==> src/common/pd_cfg.svh <==
////////////////////////////////////////
// Pre-decode configuration
////////////////////////////////////////

`ifndef PD_CFG_SVH
`define PD_CFG_SVH

`define PD_LANES       4          // Decode lanes
`define PD_RES_DEPTH   8          // Result FIFO entries

`define PD_ADDR_INSTR  8'h00      // W  issues an instruction word
`define PD_ADDR_FLAGS  8'h04      // RW R0 flags, P, Q
`define PD_ADDR_RESULT 8'h08      // R  pops result FIFO head
`define PD_ADDR_STATUS 8'h0c      // R  FIFO count and lanes in flight

`endif

==> src/common/pd_pkg.sv <==
////////////////////////////////////////
// Pre-decode types
////////////////////////////////////////

package pd_pkg;

	typedef logic [0:15] instr_t;    // Bit 0 is the MSB as in the CPU docs
	typedef logic [0:8]  r0_t;       // Z M V C L E G Y X
	typedef logic [3:0]  tag_t;      // Issue sequence number
	typedef logic [15:0] res_t;      // {class, xi, nef, c0, b0, d, a, tag}

	// Opcode groups
	typedef enum logic [3:0] {
		CL_ILLEGAL = 4'd0,            // 000..017
		CL_NORM    = 4'd1,            // 020..034, 040..057
		CL_INOU    = 4'd2,            // 035 OU, 036 IN
		CL_FP      = 4'd3,            // 037
		CL_KA1     = 4'd4,            // 060..067
		CL_JS      = 4'd5,            // 070
		CL_KA2     = 4'd6,            // 071
		CL_C       = 4'd7,            // 072
		CL_S       = 4'd8,            // 073
		CL_J       = 4'd9,            // 074
		CL_L       = 4'd10,           // 075
		CL_G       = 4'd11,           // 076
		CL_BN      = 4'd12            // 077
	} pd_class_t;

	typedef enum logic [1:0] {
		LANE_IDLE   = 2'd0,           // Free for a new word
		LANE_DECODE = 2'd1,           // IR loaded, decoding
		LANE_FULL   = 2'd2            // Result waiting for retire
	} lane_state_t;

endpackage

==> src/hw/decode/pd_lane.sv <==
////////////////////////////////////////
// Pre-decode lane
////////////////////////////////////////

module pd_lane import pd_pkg::*; (
	input  logic   clk,
	input  logic   rst_n,
	input  logic   ld,                // Load strobe from issue
	input  instr_t instr,             // Shared issue bus
	input  r0_t    r0,
	input  logic   p,                 // Skip flag
	input  logic   q,                 // User mode
	input  tag_t   tag,
	output logic   busy,              // Load until take
	output logic   done,              // Result valid
	output res_t   res,
	input  logic   take               // Retire accepted res
);

	lane_state_t state;

	instr_t ir;                       // Instruction register
	r0_t    ir_r0;                    // Flags captured with IR
	logic   ir_p;
	logic   ir_q;
	tag_t   ir_tag;

	pd_class_t  cls;
	logic [0:5] opc;
	logic [0:2] fa;                   // A field
	logic       xi;
	logic       nef;
	logic       jmp_fail;             // Condition of J/JS not met
	res_t       res_q;

	assign opc = ir[0:5];
	assign fa  = ir[7:9];

	// Opcode group
	always_comb begin
		case (opc) inside
			[6'o00:6'o17]: cls = CL_ILLEGAL;
			[6'o20:6'o34],
			[6'o40:6'o57]: cls = CL_NORM;
			6'o35, 6'o36:  cls = CL_INOU;     // OU, IN
			6'o37:         cls = CL_FP;
			[6'o60:6'o67]: cls = CL_KA1;
			6'o70:         cls = CL_JS;
			6'o71:         cls = CL_KA2;
			6'o72:         cls = CL_C;
			6'o73:         cls = CL_S;
			6'o74:         cls = CL_J;
			6'o75:         cls = CL_L;
			6'o76:         cls = CL_G;
			default:       cls = CL_BN;
		endcase
	end

	// Conditional jumps against R0
	always_comb begin
		jmp_fail = 1'b0;
		if (cls == CL_J) begin
			case (fa)
				3'd1:    jmp_fail = !ir_r0[4];   // JL
				3'd2:    jmp_fail = !ir_r0[5];   // JE
				3'd3:    jmp_fail = !ir_r0[6];   // JG
				3'd4:    jmp_fail = !ir_r0[0];   // JZ
				3'd5:    jmp_fail = !ir_r0[1];   // JM
				3'd6:    jmp_fail = ir_r0[5];    // JN
				default: jmp_fail = 1'b0;        // UJ, LJ
			endcase
		end else if (cls == CL_JS) begin
			case (fa)
				3'd4:    jmp_fail = !ir_r0[2];   // JVS
				3'd5:    jmp_fail = !ir_r0[8];   // JXS
				3'd6:    jmp_fail = !ir_r0[7];   // JYS
				3'd7:    jmp_fail = !ir_r0[3];   // JCS
				default: jmp_fail = 1'b0;
			endcase
		end
	end

	// Illegal for empty opcodes, user mode IN/OU/S and unused S codes
	assign xi = (cls == CL_ILLEGAL)
		|| (ir_q && (cls == CL_INOU || cls == CL_S))
		|| (cls == CL_S && fa >= 3'd5);
	assign nef = xi || ir_p || jmp_fail;

	always_ff @(posedge clk or negedge rst_n) begin
		if (!rst_n) begin
			state <= LANE_IDLE;
		end else begin
			case (state)
				LANE_IDLE:   if (ld) state <= LANE_DECODE;
				LANE_DECODE: state <= LANE_FULL;
				LANE_FULL:   if (take) state <= LANE_IDLE;
				default:     state <= LANE_IDLE;
			endcase
		end
	end

	// IR and captured flags
	always_ff @(posedge clk) begin
		if (state == LANE_IDLE && ld) begin
			ir     <= instr;
			ir_r0  <= r0;
			ir_p   <= p;
			ir_q   <= q;
			ir_tag <= tag;
		end
	end

	// Result hold register
	always_ff @(posedge clk) begin
		if (state == LANE_DECODE)
			res_q <= {cls, xi, nef, (ir[13:15] == 3'd0), (ir[10:12] == 3'd0), ir[6], fa, ir_tag};
	end

	assign busy = ld || (state != LANE_IDLE);  // Covers the load cycle too
	assign done = (state == LANE_FULL);
	assign res  = res_q;

endmodule

==> src/hw/pd_issue.sv <==
////////////////////////////////////////
// APB front end and dispatch
////////////////////////////////////////

`include "pd_cfg.svh"

module pd_issue import pd_pkg::*; (
	input  logic                          clk,
	input  logic                          rst_n,
	input  logic                          psel,
	input  logic                          penable,
	input  logic                          pwrite,
	input  logic [7:0]                    paddr,
	input  logic [31:0]                   pwdata,
	output logic [31:0]                   prdata,
	output logic                          pready,
	output logic                          pslverr,
	input  logic [`PD_LANES-1:0]          busy,
	output logic [`PD_LANES-1:0]          ld,         // One-hot load
	output instr_t                        instr,
	output r0_t                           r0,
	output logic                          p,
	output logic                          q,
	output tag_t                          tag,
	input  res_t                          fifo_head,
	input  logic [$clog2(`PD_RES_DEPTH):0] fifo_count,
	output logic                          pop
);

	localparam int PW = $clog2(`PD_LANES);

	logic [PW-1:0] dptr;                              // Round-robin dispatch
	tag_t          tag_cnt;
	logic          access;
	logic          is_instr, is_flags, is_result, is_status;
	logic          mapped;
	logic          fifo_empty;
	logic          issue;
	logic [PW:0]   inflight;

	assign access     = psel && penable;
	assign is_instr   = (paddr == `PD_ADDR_INSTR);
	assign is_flags   = (paddr == `PD_ADDR_FLAGS);
	assign is_result  = (paddr == `PD_ADDR_RESULT);
	assign is_status  = (paddr == `PD_ADDR_STATUS);
	assign mapped     = is_instr || is_flags || is_result || is_status;
	assign fifo_empty = (fifo_count == '0);

	// Only an INSTR write to a busy lane waits
	assign pready  = !(access && pwrite && is_instr && busy[dptr]);
	assign issue   = access && pwrite && is_instr && !busy[dptr];
	assign pop     = access && !pwrite && is_result && !fifo_empty;
	assign pslverr = access && (!mapped || (!pwrite && is_result && fifo_empty));

	// Lanes in flight
	always_comb begin
		inflight = '0;
		for (int i = 0; i < `PD_LANES; i++)
			inflight = inflight + (PW+1)'(busy[i]);
	end

	always_comb begin
		prdata = '0;
		if (access && !pwrite) begin
			if (is_result && !fifo_empty)
				prdata[15:0] = fifo_head;
			else if (is_status)
				prdata[7:0] = {4'(inflight), 4'(fifo_count)};
			else if (is_flags)
				prdata[10:0] = {q, p, r0};           // Z ends up in bit 8
		end
	end

	// Flag latch, pointer, tag
	always_ff @(posedge clk or negedge rst_n) begin
		if (!rst_n) begin
			r0      <= '0;
			p       <= 1'b0;
			q       <= 1'b0;
			dptr    <= '0;
			tag_cnt <= '0;
			ld      <= '0;
		end else begin
			ld <= '0;
			if (access && pwrite && is_flags) begin
				r0 <= pwdata[8:0];
				p  <= pwdata[9];
				q  <= pwdata[10];
			end
			if (issue) begin
				ld[dptr] <= 1'b1;
				dptr     <= dptr + 1'b1;          // Lane count is a power of two
				tag_cnt  <= tag_cnt + 1'b1;       // Wraps at 16
			end
		end
	end

	// Issue bus payload
	always_ff @(posedge clk) begin
		if (issue) begin
			instr <= pwdata[15:0];
			tag   <= tag_cnt;
		end
	end

endmodule

==> src/hw/pd_retire.sv <==
////////////////////////////////////////
// In-order retire and result FIFO
////////////////////////////////////////

`include "pd_cfg.svh"

module pd_retire import pd_pkg::*; (
	input  logic                          clk,
	input  logic                          rst_n,
	input  logic [`PD_LANES-1:0]          done,
	input  res_t                          res [`PD_LANES],
	output logic [`PD_LANES-1:0]          take,
	input  logic                          pop,        // APB RESULT read
	output res_t                          fifo_head,
	output logic [$clog2(`PD_RES_DEPTH):0] fifo_count
);

	localparam int PW = $clog2(`PD_LANES);
	localparam int DW = $clog2(`PD_RES_DEPTH);
	localparam logic [DW:0] DEPTH = `PD_RES_DEPTH;

	logic [PW-1:0] rptr;                       // Next lane in issue order
	logic [DW-1:0] head;
	logic [DW-1:0] tail;
	logic [DW:0]   count;
	logic          full;
	logic          push;
	res_t          mem [`PD_RES_DEPTH];

	assign full = (count == DEPTH);
	assign push = done[rptr] && !full;

	always_comb begin
		take       = '0;
		take[rptr] = push;                   // At most one lane per cycle
	end

	always_ff @(posedge clk or negedge rst_n) begin
		if (!rst_n) begin
			rptr  <= '0;
			head  <= '0;
			tail  <= '0;
			count <= '0;
		end else begin
			if (push) begin
				rptr <= rptr + 1'b1;
				tail <= tail + 1'b1;            // Depth is a power of two
			end
			if (pop)
				head <= head + 1'b1;
			if (push && !pop)
				count <= count + 1'b1;
			else if (pop && !push)
				count <= count - 1'b1;
		end
	end

	// FIFO storage
	always_ff @(posedge clk) begin
		if (push)
			mem[tail] <= res[rptr];
	end

	assign fifo_head  = mem[head];
	assign fifo_count = count;

endmodule

==> src/hw/pd_top.sv <==
////////////////////////////////////////
// Pre-decode unit top
////////////////////////////////////////

`include "pd_cfg.svh"

module pd_top import pd_pkg::*; (
	input  logic        clk,
	input  logic        rst_n,
	input  logic        psel,
	input  logic        penable,
	input  logic        pwrite,
	input  logic [7:0]  paddr,
	input  logic [31:0] pwdata,
	output logic [31:0] prdata,
	output logic        pready,
	output logic        pslverr
);

	logic [`PD_LANES-1:0]           busy;
	logic [`PD_LANES-1:0]           ld;
	logic [`PD_LANES-1:0]           done;
	logic [`PD_LANES-1:0]           take;
	instr_t                         instr;         // Shared issue bus
	r0_t                            r0;
	logic                           p;
	logic                           q;
	tag_t                           tag;
	res_t                           res [`PD_LANES];
	res_t                           fifo_head;
	logic [$clog2(`PD_RES_DEPTH):0] fifo_count;
	logic                           pop;

	pd_issue u_issue (
		.clk(clk), .rst_n(rst_n),
		.psel(psel), .penable(penable), .pwrite(pwrite), .paddr(paddr),
		.pwdata(pwdata), .prdata(prdata), .pready(pready), .pslverr(pslverr),
		.busy(busy), .ld(ld), .instr(instr), .r0(r0), .p(p), .q(q), .tag(tag),
		.fifo_head(fifo_head), .fifo_count(fifo_count), .pop(pop)
	);

	for (genvar i = 0; i < `PD_LANES; i++) begin : g_lane
		pd_lane u_lane (
			.clk(clk), .rst_n(rst_n),
			.ld(ld[i]), .instr(instr), .r0(r0), .p(p), .q(q), .tag(tag),
			.busy(busy[i]), .done(done[i]), .res(res[i]), .take(take[i])
		);
	end

	pd_retire u_retire (
		.clk(clk), .rst_n(rst_n),
		.done(done), .res(res), .take(take),
		.pop(pop), .fifo_head(fifo_head), .fifo_count(fifo_count)
	);

endmodule

==> config.mk <==
export PLATFORM = sky130hd
export DESIGN_NAME = pd_top
export DESIGN_NICKNAME = d
export VERILOG_FILES = /design/src/common/pd_pkg.sv /design/src/hw/decode/pd_lane.sv /design/src/hw/pd_issue.sv /design/src/hw/pd_retire.sv /design/src/hw/pd_top.sv
export VERILOG_INCLUDE_DIRS = /design/src /design/src/common
export SDC_FILE = /design/constraint.sdc
export NUM_CORES = 1
export LEC_CHECK = 0
export ABC_AREA = 1
export BUFFER_PORTS_ARGS = -buffer_cell sky130_fd_sc_hd__buf_2
export CAP_MARGIN = 30
export CORE_ASPECT_RATIO = 1.75
export CORE_MARGIN = 2
export CORE_UTILIZATION = 55
export DETAILED_ROUTE_END_ITERATION = 7
export MAX_ROUTING_LAYER = met4
export PLACE_DENSITY = 0.73
export SYNTH_ARGS = -nofsm -noshare
export SYNTH_HDL_FRONTEND = slang
export SYNTH_HIERARCHICAL = 1
export SYNTH_SLANG_ARGS = --single-unit
==> constraint.sdc <==
create_clock -name clk -period 6.35 [get_ports clk]
set_input_delay 1.27 -clock clk [delete_from_list [all_inputs] [get_ports clk]]
set_output_delay 1.27 -clock clk [all_outputs]
set_load 0.02 [all_outputs]
# Yosys cells after proc, flatten, opt, wreduce, memory -nomap -nowiden
# Memories as Yosys holds them, arrays and structs flattened.
# Cells that the tools add are included.
# word_totals
ramBits	128
input_bits	45
memories	1
ff_bits	249
out_inout_bits	34
# mem_list
memory	words	word_bits	read_ports	rd_ports_with_merged_regs	write_ports	line_no	rtl
u_retire.mem	8	16	1	0	1	pd_retire.sv:28	res_t mem [`PD_RES_DEPTH];
# op_classes
n_bitwise	2
n_lt_le_gt_ge	41
reduce_logical	153
muxes	98
add_sub_neg	10
eq_ne	104
# op_table
operator	n
$mux 4	47
$eq 6x6->1 const B	28
$eq 6x5->1 const B	12
$eq 3x3->1 const B	16
$ge 6x6->1 const B	8
$le 6x6->1 const B	8
$mux 16	3
$logic_and 1x1->1	46
$logic_not 1->1	44
$eq 4x4->1 const B	9
$bmux 16 s2	1
$logic_or 1x1->1	28
$eq 3x2->1 const B	8
$ge 6x1->1 const B	4
$ge 6x5->1 const B	4
$le 6x4->1 const B	4
$le 6x5->1 const B	4
$logic_not 3->1	8
$pmux 1 s6	4
$pmux 2 s3	4
$mux 11	2
$logic_not 4->1	5
$eq 4x2->1 const B	4
$eq 4x3->1 const B	4
30 further kinds	103

# Longest topological paths before layout
# Gate-level depths: netlist of run 1.
# depth
depth_word	20
mapped_depth	16
mapped_depth_nobuf	15

# Cells and area by module
# The synthesis of run 1 kept the hierarchy.
# by_module_without_submodules
module	cells_each	n_inst	seq_area_each_um2	area_each_um2
pd_lane	127	4	1461.4	1846.8
pd_retire	634	1	4144.0	6501.2
pd_issue	268	1	1126.1	2282.2

# Worst setup path after synthesis of run 1
# Ideal clock, no wire load.
# synth_timing
kind	input -> output
startpoint	in paddr[7]
endpoint	out prdata[11]
n_path_buf	0
arrival_ps	2234
cell_stages	7
required_time_ps	5080
path_slack_ps	2846
path_cell_list	nor2_1 nand2_1 inv_2 nand3_2 nor2_4 inv_2 nor2_1
# synth_between
elab_chain_cells	4
# synth_rtl
item	line_no	rtl
start, declared	pd_top.sv:13	input logic [7:0] paddr,
$eq 8x4->1 (no source line)	--	
$logic_and 1x1->1	pd_issue.sv:65	if (is_result && !fifo_empty)
$mux 5	pd_issue.sv:65	
$mux 16	pd_issue.sv:64	if (access && !pwrite) begin
end, declared	pd_top.sv:15	output logic [31:0] prdata,
# Every way passes these cells.

# Worst setup path in the final report of run 1
# layout_timing
startpoint	in psel
endpoint	out prdata[9]
# layout_between
elab_chain_cells	3
# layout_rtl
item	line_no	rtl
start, declared	pd_top.sv:10	input logic psel,
$logic_and 1x1->1	pd_issue.sv:41	assign access = psel && penable;
$logic_and 1x1->1	pd_issue.sv:64	
$mux 16	pd_issue.sv:64	
# Every way passes these cells.

==> parameters.txt, run 1 <==
Parameter                              Value

Timing
  Final number of hold-violating endpoints ... 0
  Endpoints failing setup ... 0
  Slew @ Worst Pin ... 1030 ps
  Final period utilization ... around 69%
  Layout Skew ... 19.54 ps
  Unrepaired setup endpoints after global routing ... no
  Highest attainable clock frequency ... 0.2282 GHz
  Worst-case headroom to the max-slew limit ... slightly above 30%
  Slew Limit Fails ... 0
  Final min period ... about 4400 ps
  Final TNS setup ... 0 ps

Routing
  Drt wl/cell ... around 18 µm
  Total via count after detailed routing ... roughly 10,000
  Detailed router's first-iteration violation count ... 945
  Via/cell ratio ... ~5.5
  Number of iterations in the first detailed-routing pass ... 7
  Detail Route Antenna Nets ... 0
  Post-detailed-route DRC marker count ... 0
  Total wirelength of the detailed-routed design ... around 33,000 µm

CTS
  Clock tree from TritonCTS ... done
  Number of post-CTS setup repair buffers ... 0
  Hold-fix buffer count after cts ... 0
  Clk_lat worst skew ... just under 600 ps
  Maximum count of clock buffers along a single path ... 3
  Clock transition at path regs ... 70 ps
  Library cell used as clock root buffer ... sky130_fd_sc_hd__clkbuf_16
  Max H-tree Level ... 1
  PostCTS Resize Cnt ... 0
  Number of CTS-inserted buffers ... 31
  Clk sink count ... 377

GRT
  Via count of the first global-routing pass ... approximately 10,000
  Global-route wire length before repair ... 52,560 µm
  Antenna violations before repair ... 0
  Total global routing overflow ... 0
  Global-route total usage across every layer ... a little under a quarter
  Pin count of the biggest net entering global routing ... 65

Setup path
  Critical path's top delay family ... simple AND/OR/NAND/NOR gates
  Data arrival time of the critical path ... around 3100 ps
  Worst Setup Start Kind ... input port
  Critical register-to-register path startpoint ... u_retire/rptr[0]
  Crit path required time ... 5080 ps
  Worst setup startpoint ... psel
  Sequence of cells on the critical path ... buf_2 > nand2_1 > nor2_1 > inv_1 > nor2_4 > nand2_1 > nand2_1 > buf_2
  Crit Path Class ... input port to primary output
  Maximum cell stage delay along the critical path ... 770 ps
  Crit path capture type ... primary output
  Slowest cell on the critical path ... sky130_fd_sc_hd__nor2_1
  Worst path bufs/invs ... 3
  Peak fanout along the critical path ... 12
  Most repeated library cell on the critical path ... sky130_fd_sc_hd__nand2_1

Yosys
  Count of different cell masters after synthesis ... 38
  Share of flip-flops with an asynchronous set or reset ... 10.88%
  Post-synthesis cell count ... ~1,400
  Ys Warns ... 6
  Post-synthesis area per instance ... 11.47 µm²
  Top cells by instance count after synthesis ... sky130_fd_sc_hd__edfxtp_1, sky130_fd_sc_hd__nand2_1, sky130_fd_sc_hd__nor2_1, sky130_fd_sc_hd__inv_1, sky130_fd_sc_hd__o21ai_0
  Top-area cell type share of the netlist area ... slightly above 60%
  Yosys reg bits ... approximately 380
  Leading cell type by number of instances after synthesis ... sky130_fd_sc_hd__edfxtp_1
  Leading post-synthesis cells by cell area ... sky130_fd_sc_hd__edfxtp_1, sky130_fd_sc_hd__nand2_1, sky130_fd_sc_hd__dfrtp_1, sky130_fd_sc_hd__nor2_1, sky130_fd_sc_hd__inv_1
  Count of flip-flops with a built-in enable after synthesis ... 336
  Most instantiated flip-flop cell in the synthesis netlist ... sky130_fd_sc_hd__edfxtp_1
  Biggest area consumer among synthesized cells ... sky130_fd_sc_hd__edfxtp_1
  Post-synthesis instance area ... approximately 0.016 mm²
  Proportion of synthesized chip area in sequential cells ... between 60% and 70%

Placement
  Port Buffers ... 46
  Total cell area at the placement stage ... approximately 0.017 mm²
  Gpl congestion ... between 0.9 and 1
  Number of placed instances with taps included ... between 1,500 and 2,000
  Detailed-placement wirelength estimate ... ~22,000 µm

Pwr
  Design internal power ... 4.253 mW
  Power after layout ... 5.755 mW
  Clock share of power ... 34.1%
  Areal power density over the cells ... between 300 and 400 mW/mm²
  Power share of the sequential group ... 52.3%
  Net switching share of the total power ... roughly a quarter
  Switching power total ... 1.502 mW
  Part of the total power dissipated in combinational logic ... between 10% and 20%
  Peak ir drop on the vdd network ... 0.2443 mV
  Total leakage power ... approximately 7.0 nW

Hold path
  HP Start ... g_lane[2].u_lane/ir_tag[2]
  Worst min-delay path class ... flip-flop to flip-flop

Floorplan
  Chip Width ... 133.6 µm
  Row Count ... between 80 and 90
  Ports ... 79
  Floorplan core area ... around 0.029 mm²
  Effective utilization at floorplan ... approximately 55%
  Area of the die ... between 0.03 and 0.04 mm²
  Die span in y ... about 230 µm

Finish
  Util after Layout ... between 60% and 70%
  Layout cells sized above 1 ... between 10% and 20%
  Diode insertion count for antenna repair ... 0
  Post-layout instance count excluding filler cells ... around 1,900
  Fin area ... 0.01774 mm²
  Growth of design area from synthesis to finish ... 9.695%
  Post-layout net count ... about 1,500

Outcome
  Status ... complete, no violations

Job
  Max-cap violations ... 0
[sequential cells by signal (all words and copies together) (netlist names)]
| name | count |
|---|---|
| g_lane.u_lane/ir_tag | 16 |
| u_issue/r0 | 9 |
| g_lane.u_lane/ir_q | 4 |
| g_lane.u_lane/ir_r0 | 36 |
| u_retire/mem | 128 |
| u_retire/tail | 3 |
| u_retire/fifo_count | 4 |
| g_lane.u_lane/ir | 64 |
| u_issue/instr | 16 |
| g_lane.u_lane/ir_p | 4 |
| u_issue/q | 1 |
| u_issue/p | 1 |
| u_issue/tag_cnt | 4 |
| g_lane.u_lane/state | 8 |
| g_lane.u_lane/res | 64 |
| u_issue/tag | 4 |
| u_retire/head | 3 |
| u_retire/rptr | 2 |
| u_issue/dptr | 2 |
| u_issue/ld | 4 |
[through the flow]
stage	worst slack (ps)	hold slack [ps]
after floorplan	2846	400.3
after global placement	2095	400.3
after detailed placement	2035	404.5
after CTS	2033	422.0
after global routing	1868	424.9
final	1969	422.4
[layer usage]
layer | vias up | wire length [µm] | GRT usage, %
met2 | 337 | 17860 | 40.82
met5 | - | 0 | -
met1 | 4923 | 12590 | 26.61
met3 | 60 | 1826 | 2.240
li1 | 4897 | - | -
met4 | 0 | 1011 | 8.477
[final timing paths]
kind	end	slack [ps]	cells after the start
min in group asynchronous	g_lane[2].u_lane/state[0]	640	1
worst max register to register	u_retire/fifo_count[3]	3420	14
worst min register to register	g_lane[2].u_lane/res[2]	420	0
max in group asynchronous	u_retire/head[0]	5180	2
worst min-delay path	g_lane[2].u_lane/res[2]	420	0
worst max-delay path	prdata[9]	1970	8
[layout make-up]
class	instances	area, µm²
fill	2256	11440
sequential	377	11120
multi-input combinational	859	4237
clock buffer	36	794.5
inverter	130	498.0
tap	382	478.0
timing repair buffer	62	362.8
clock inverter	22	251.5
[kinds of logic after synthesis]
| kind of cell | count (synthesis) | synth area share (%) |
|---|---|---|
| compound gates | 154 | 5.200 |
| flops | 377 | 68.74 |
| simple gates | 666 | 18.75 |
| xor+xnor | 5 | 0.2709 |
| fa+ha+maj | 18 | 1.486 |
| buf+inv | 189 | 5.532 |
| other cells | 1 | 0.02319 |
[power by group through the flow]
stage	combinational [mW]	sequential (mW)	clock (mW)
floorplan	0.587	3.05	0
global placement	0.743	3.06	0
detailed placement	0.777	3.06	0
CTS	0.783	3.01	1.99
global route	0.878	3.02	2.09
finish	0.780	3.01	1.96
[layout by cell type (no fill, tap or decap), drive strengths merged]
master     n
a21oi      9
buf       62
bufinv     5
clkbuf    36
clkinv    15
conb      16
dfrtp     41
edfxtp   336
fa         2
ha        16
inv      132
nand2    335
nand3     94
nand3b    12
nand4     25
nor2     178
nor3      21
o2111ai    4
o21a       4
o21ai    113
o21bai     4
o22ai     16
o311ai     4
or2        1
xnor2      2
xor2       3
(Power assumes the default switching activity.)
==> inputs of run 2 (changes only) <==
==> constraint.sdc (replaced) <==
create_clock -name clk -period 4.3 [get_ports clk]
set_input_delay 0.86 -clock clk [delete_from_list [all_inputs] [get_ports clk]]
set_output_delay 0.86 -clock clk [all_outputs]
set_load 0.02 [all_outputs]
==> run 2 against run 1 <==
Cell area fell by 0.17%; critical path depth rose by 2; clock power rose by 39%; via count rose by 1.1%; routed wire length rose by 0.92%; sequential share of layout area rose by 0.11 points; worst hold slack got worse by 160 ps; first-iteration DRC count fell by 8.1%; sequential power rose by 49%; die area did not move.
==> parameters.txt, run 2 (synthesized netlist as in run 1, its figures left out) <==
Parameter                              Value

Setup path
  Crit path required time ... 3440 ps (was 5080 ps)
  Crit Path Class ... flip-flop to primary output (was input port to primary output)
  Peak fanout along the critical path ... 4 (was 12)
  Slowest cell on the critical path ... sky130_fd_sc_hd__fa_1 (was sky130_fd_sc_hd__nor2_1)
  Worst Setup Start Kind ... flip-flop (was input port)
  Maximum cell stage delay along the critical path ... 510 ps (was 770 ps)
  Data arrival time of the critical path ... 2940 ps (was 3110 ps)
  Sequence of cells on the critical path ... inv_1 > nand3_1 > fa_1 > ha_1 > ha_1 > nand3_1 > nand2_1 > nor2_1 > nor2_1 > buf_2 (was buf_2 > nand2_1 > nor2_1 > inv_1 > nor2_4 > nand2_1 > nand2_1 > buf_2)
  Crit path capture type ... primary output (unchanged)

Routing
  Amount of wire on met2 after detailed routing ... 17,950 µm (was 17,860 µm)
  Via/cell ratio ... 5.526 (was 5.469)
  Number of iterations in the first detailed-routing pass ... 5 (was 7)
  Detail Route Antenna Nets ... 0 (unchanged)
  Post-detailed-route DRC marker count ... 0 (unchanged)
  Total length of routed met3 wires ... 2026 µm (was 1826 µm)
  Total via count after detailed routing ... 10,330 (was 10,220)
  Detailed router's first-iteration violation count ... 868 (was 945)
  Total wirelength of the detailed-routed design ... 33,590 µm (was 33,290 µm)
  Wire length the detailed router placed on met1 ... 12,570 µm (was 12,590 µm)
  Drt wl/cell ... 17.97 µm (was 17.82 µm)
  Top routing layer used ... met4 (unchanged)

CTS
  Clock transition at path regs ... 70 ps (about the same)
  Maximum count of clock buffers along a single path ... 3 (unchanged)
  Library cell used as clock root buffer ... sky130_fd_sc_hd__clkbuf_16 (unchanged)
  PostCTS Resize Cnt ... 0 (unchanged)
  Hold-fix buffer count after cts ... 0 (unchanged)
  Clk sink count ... 377 (unchanged)
  Clock tree from TritonCTS ... done (unchanged)
  Max H-tree Level ... 1 (unchanged)
  Number of CTS-inserted buffers ... 30 (was 31)
  Clk_lat worst skew ... 560 ps (was 580 ps)
  Number of post-CTS setup repair buffers ... 0 (unchanged)

Placement
  Total cell area at the placement stage ... 0.01672 mm² (was 0.01667 mm²)
  Detailed-placement wirelength estimate ... 22,800 µm (was 22,020 µm)
  Gpl congestion ... 0.8454 (was 0.9074)
  Port Buffers ... 46 (unchanged)

Floorplan
  Row Count ... 83 (unchanged)
  Die span in y ... 230.8 µm (unchanged)
  Effective utilization at floorplan ... 55.41% (unchanged)
  Floorplan core area ... 0.02918 mm² (unchanged)
  Area of the die ... 0.03084 mm² (unchanged)
  Ports ... 79 (unchanged)
  Chip Width ... 133.6 µm (unchanged)

GRT
  Pin count of the biggest net entering global routing ... 65 (unchanged)
  Global-route wire length before repair ... 52,410 µm (was 52,560 µm)
  Via count of the first global-routing pass ... 10,000 (about the same)
  Global-route total usage across every layer ... 22.73% (was 22.81%)
  Total global routing overflow ... 0 (unchanged)
  Antenna violations before repair ... 0 (unchanged)

Timing
  Hold Slack ... 265.9 ps (was 422.4 ps)
  Slew @ Worst Pin ... 784.7 ps (was 1030 ps)
  Final number of hold-violating endpoints ... 0 (unchanged)
  Layout Skew ... 9.183 ps (was 19.54 ps)
  Final period utilization ... 88.43%
  Unrepaired setup endpoints after global routing ... no (unchanged)
  Slew Limit Fails ... 0 (unchanged)
  Final TNS setup ... 0 ps (unchanged)
  Highest attainable clock frequency ... 0.2630 GHz
  Endpoints failing setup ... 0 (unchanged)
  Final min period ... about 3800 ps
  Worst-case headroom to the max-slew limit ... 47.63% (was 31.10%)

Finish
  Post-layout net count ... 1,526 (was 1,524)
  Most frequent standard cell in the layout excluding fill and tap cells ... sky130_fd_sc_hd__edfxtp_1 (unchanged)
  Layout cells sized above 1 ... 11.84% (was 11.78%)
  Number of flip-flops under the largest register name ... 128 (unchanged)
  Register with the most flip-flops ... u_retire/mem (unchanged)
  Growth of design area from synthesis to finish ... 9.509% (was 9.695%)
  Top library cells by usage in the layout, fill and taps aside ... sky130_fd_sc_hd__edfxtp_1, sky130_fd_sc_hd__nand2_1, sky130_fd_sc_hd__nor2_1 (unchanged)
  Fin area ... 0.01771 mm² (was 0.01774 mm²)
  Diode insertion count for antenna repair ... 0 (unchanged)

Hold path
  Worst min-delay path class ... input port to async pin (was flip-flop to flip-flop)

Job
  Max-cap violations ... 0 (unchanged)

Pwr
  Power after layout ... 8.347 mW (was 5.755 mW)
  Total leakage power ... 6.983 nW (was 7.016 nW)
  Areal power density over the cells ... 471.4 mW/mm² (was 324.4 mW/mm²)
  Peak ir drop on the vdd network ... 0.3133 mV (was 0.2443 mV)

Outcome
  Status ... complete, no violations (unchanged)
==> run 2: area by class of cell <==
| type | instances | area [µm²] |
|---|---|---|
| clock buffers | 34 | 787.0 |
| flip-flops and latches | 377 | 11120 |
| multi-input cells | 859 | 4237 |
| clock inverters | 22 | 198.9 |
| inverters | 130 | 498.0 |
| fillers | 2270 | 11470 |
| well taps | 382 | 478.0 |
| repair buffers | 65 | 392.9 |
==> run 2: critical path, delay by kind of cell, from the launching register on <==
family	cells	cell delay (ps)
DFF	1	420
buffers and inverters	2	280
and+or+nand+nor	5	670
adders and majority gates	3	1030
==> run 2: metal layers <==
layer	global-route usage [%]	up-vias
met3	2.525	83
met1	25.62	4999
met4	8.511	0
li1	-	4882
met5	-	-
met2	41.38	364
==> run 2: final timing paths <==
path	startpoint	end	slack, ps	cells past startpoint
worst max-delay path	g_lane[0].u_lane/state[0]	prdata[5]	500	10
worst min-delay path	rst_n	u_issue/ld[3]	270	1
worst max register to register	u_retire/fifo_count[0]	u_retire/fifo_count[3]	1340	13
worst min register to register	g_lane[2].u_lane/ir_tag[1]	g_lane[2].u_lane/res[1]	420	0
max in group asynchronous	rst_n	u_issue/r0[5]	3530	2
min in group clk	g_lane[2].u_lane/ir_tag[1]	g_lane[2].u_lane/res[1]	420	0
==> run 2: where the power goes <==
part	internal [mW]	switching (mW)	total (mW)
Combinational	0.295	0.854	1.15
Clock	1.50	1.23	2.73
Sequential	4.36	0.111	4.47
==> run 2: metrics by stage <==
stage / util [%] / setup slack (ps) / std cells
2_1_floorplan: - / 1265 / 1425
3_3_place_gp: 57.21 / 1043 / 1812
3_5_place_dp: 57.30 / 987.8 / 1813
4_1_cts: 60.68 / 506.3 / 1869
5_1_grt: 60.68 / 407.8 / 1869
6_report: 60.68 / 497.6 / 1869
==> inputs of run 3 (changes only) <==
--- a/config.mk
+++ b/config.mk
@@ -12,6 +12,8 @@
 export CORE_ASPECT_RATIO = 1.75
 export CORE_MARGIN = 2
 export CORE_UTILIZATION = 55
+export CTS_BUF_LIST = sky130_fd_sc_hd__clkbuf_4
+export CTS_CLUSTER_SIZE = 40
 export DETAILED_ROUTE_END_ITERATION = 7
 export MAX_ROUTING_LAYER = met4
 export PLACE_DENSITY = 0.73
==> run 3 against run 2 <==
Sequential share of layout area fell by 0.17 points; worst hold slack got worse by 200 ps; total power fell by 0.84%; fmax down 3.9%; non-clock buffer count stayed put; final cell count rose by 4.8%; largest cell class unchanged.
==> parameters.txt, run 3 (synthesized netlist as in run 1, its figures left out) <==
Parameter                              Value

Finish
  Total area of multi-input combinational cells ... 0.004237 mm² (unchanged)
  Area of all sequential standard cells ... 0.01112 mm² (unchanged)
  Number of fill cells in the layout ... 2,291 (was 2,270)
  Post-layout instance count excluding filler cells ... 1,958 (was 1,869)
  Post-layout net count ... 1,577 (was 1,526)
  Most frequent standard cell in the layout excluding fill and tap cells ... sky130_fd_sc_hd__edfxtp_1 (unchanged)
  Growth of design area from synthesis to finish ... 9.804% (was 9.509%)
  Number of flip-flops under the largest register name ... 128 (unchanged)
  Layout cells sized above 1 ... 15.51% (was 11.84%)
  Register with the most flip-flops ... u_retire/mem (unchanged)
  Top library cells by usage in the layout, fill and taps aside ... sky130_fd_sc_hd__edfxtp_1, sky130_fd_sc_hd__nand2_1, sky130_fd_sc_hd__nor2_1 (unchanged)

Placement
  Gpl congestion ... 0.8454 (unchanged)
  Number of placed instances with taps included ... 1,813 (unchanged)
  Detailed-placement wirelength estimate ... 22,800 µm (unchanged)
  Port Buffers ... 46 (unchanged)

Timing
  Slew Limit Fails ... 0 (unchanged)
  Hold Slack ... 68.98 ps (was 265.9 ps)
  Highest attainable clock frequency ... 0.2528 GHz (was 0.2630 GHz)
  Endpoints failing setup ... 0 (unchanged)
  Unrepaired setup endpoints after global routing ... no (unchanged)
  Final number of hold-violating endpoints ... 0 (unchanged)
  Final TNS setup ... 0 ps (unchanged)
  Final min period ... 3956 ps (was 3802 ps)
  Layout Skew ... 40.46 ps (was 9.183 ps)
  Slew @ Worst Pin ... 804.6 ps (was 784.7 ps)
  Final period utilization ... 92.01% (was 88.43%)
  Worst-case headroom to the max-slew limit ... 46.16% (was 47.63%)

CTS
  Clock transition at path regs ... 80 ps (was 70 ps)
  PostCTS Resize Cnt ... 0 (unchanged)
  Max H-tree Level ... 3 (was 1)
  Hold-fix buffer count after cts ... 0 (unchanged)
  Clock tree from TritonCTS ... done (unchanged)
  Maximum count of clock buffers along a single path ... 3 (unchanged)
  Number of post-CTS setup repair buffers ... 0 (unchanged)
  Clk_lat worst skew ... 780 ps (was 560 ps)
  Clk sink count ... 377 (unchanged)
  Number of CTS-inserted buffers ... 81 (was 30)
  Library cell used as clock root buffer ... sky130_fd_sc_hd__clkbuf_4 (was sky130_fd_sc_hd__clkbuf_16)

GRT
  Global-route wire length before repair ... 53,440 µm (was 52,410 µm)
  Antenna violations before repair ... 1 (was 0)
  Global-route total usage across every layer ... 23.60% (was 22.73%)
  Total global routing overflow ... 0 (unchanged)
  Via count of the first global-routing pass ... 10,610 (was 10,000)
  Pin count of the biggest net entering global routing ... 65 (unchanged)

Setup path
  Peak fanout along the critical path ... 4 (unchanged)
  Sequence of cells on the critical path ... inv_1 > nand3_1 > fa_1 > ha_1 > ha_1 > nand3_1 > nand2_1 > nor2_1 > nor2_1 > buf_2 (unchanged)
  Crit path capture type ... primary output (unchanged)
  Crit Path Class ... flip-flop to primary output (unchanged)
  Slowest cell on the critical path ... sky130_fd_sc_hd__fa_1 (unchanged)
  Worst path bufs/invs ... 2 (unchanged)
  Maximum cell stage delay along the critical path ... 490 ps (was 510 ps)
  Length in cells of the worst reg-to-reg path ... 13 (unchanged)
  Critical path's top delay family ... adder cells (unchanged)
  Crit path required time ... 3440 ps (about the same)
  Worst Setup Start Kind ... flip-flop (unchanged)
  Critical Path Stages ... 10 (unchanged)
  Data arrival time of the critical path ... 3100 ps (was 2940 ps)

Pwr
  Areal power density over the cells ... 466.2 mW/mm² (was 471.4 mW/mm²)
  Power after layout ... 8.277 mW (was 8.347 mW)
  Power share of the sequential group ... 54.0% (was 53.6%)
  Part of the total power dissipated in combinational logic ... 14.0% (was 13.8%)
  Total leakage power ... 7.105 nW (was 6.983 nW)
  Design internal power ... 5.984 mW (was 6.155 mW)
  Clock share of power ... 32.0% (was 32.7%)
  Switching power total ... 2.293 mW (was 2.192 mW)
  Net switching share of the total power ... 27.70% (was 26.26%)
  Peak ir drop on the vdd network ... 0.2313 mV (was 0.3133 mV)

Floorplan
  Area of the die ... 0.03084 mm² (unchanged)
  Ports ... 79 (unchanged)
  Row Count ... 83 (unchanged)
  Effective utilization at floorplan ... 55.41% (unchanged)
  Floorplan core area ... 0.02918 mm² (unchanged)
  Die span in y ... 230.8 µm (unchanged)
  Chip Width ... 133.6 µm (unchanged)

Routing
  Post-detailed-route DRC marker count ... 0 (unchanged)
  Number of iterations in the first detailed-routing pass ... 5 (unchanged)
  Via/cell ratio ... 5.482 (was 5.526)
  Detail Route Antenna Nets ... 0 (unchanged)
  Detailed router's first-iteration violation count ... 979 (was 868)
  Total wirelength of the detailed-routed design ... 34,250 µm (was 33,590 µm)
  Total via count after detailed routing ... 10,730 (was 10,330)
  Drt wl/cell ... 17.49 µm (was 17.97 µm)

Outcome
  Status ... complete, no violations (unchanged)

Job
  Max-cap violations ... 0 (unchanged)

Hold path
  Worst min-delay path class ... input port to async pin (unchanged)
-- run 3: stage by stage --
| step | cell area, µm² | worst slack (ps) | utilization [%] |
|---|---|---|---|
| 2_1_floorplan | 16230 | 1265 | - |
| 3_3_place_gp | 16690 | 1043 | 57.21 |
| 3_5_place_dp | 16720 | 987.8 | 57.30 |
| 4_1_cts | 17750 | 274.0 | 60.82 |
| 5_1_grt | 17750 | 199.4 | 60.83 |
| 6_report | 17760 | 343.6 | 60.85 |
-- run 3: worst paths after layout --
path,from,to,slack (ps)
setup / recovery,g_lane[1].u_lane/state[1],prdata[5],340
hold / removal,rst_n,g_lane[3].u_lane/state[1],70
setup reg to reg,u_retire/fifo_count[0],u_retire/fifo_count[3],1330
hold reg to reg,g_lane[2].u_lane/ir_tag[3],g_lane[2].u_lane/res[3],420
max in group asynchronous,rst_n,u_issue/tag_cnt[2],3720
min in group clk,pwdata[15],u_issue/instr[15],260
-- run 3: power groups by stage --
| stage | clock [mW] | sequential [mW] | combinational (mW) |
|---|---|---|---|
| after floorplan | 0 | 4.50 | 0.867 |
| after global placement | 0 | 4.54 | 1.10 |
| after detailed placement | 0 | 4.55 | 1.15 |
| after CTS | 2.72 | 4.47 | 1.16 |
| after global routing | 2.91 | 4.49 | 1.30 |
| final | 2.65 | 4.47 | 1.16 |
-- run 3: metal layers --
| metal | GRT usage (%) | share of wire (%) |
|---|---|---|
| met1 | 25.01 | 37 |
| met4 | 11.24 | 3.5 |
| met3 | 4.853 | 5.9 |
| met2 | 41.85 | 54 |
| met5 | - | 0 |
-- run 3: area by class of cell --
type / instances / area share (%)
Antenna cell: 3 / 0.04228
Clock buffer: 104 / 4.397
Clock inverter: 38 / 1.381
Inverter: 130 / 2.805
Multi-Input combinational cell: 859 / 23.86
Sequential cell: 377 / 62.61
Tap cell: 382 / 2.692
Timing Repair Buffer: 65 / 2.213
-- run 3: worst reg2reg max path: stages, from the launching register on --
cell and delay, ps:
sky130_fd_sc_hd__dfrtp_1 510, sky130_fd_sc_hd__nor2_1 80, sky130_fd_sc_hd__nand2_1 370, sky130_fd_sc_hd__nand3_2 280
sky130_fd_sc_hd__nor2_4 340, sky130_fd_sc_hd__inv_1 90, sky130_fd_sc_hd__ha_1 210, sky130_fd_sc_hd__inv_1 130
sky130_fd_sc_hd__ha_1 300, sky130_fd_sc_hd__or2_2 290, sky130_fd_sc_hd__nand2_1 80, sky130_fd_sc_hd__nand2_1 50
sky130_fd_sc_hd__nand3_1 70, sky130_fd_sc_hd__nand2_1 50
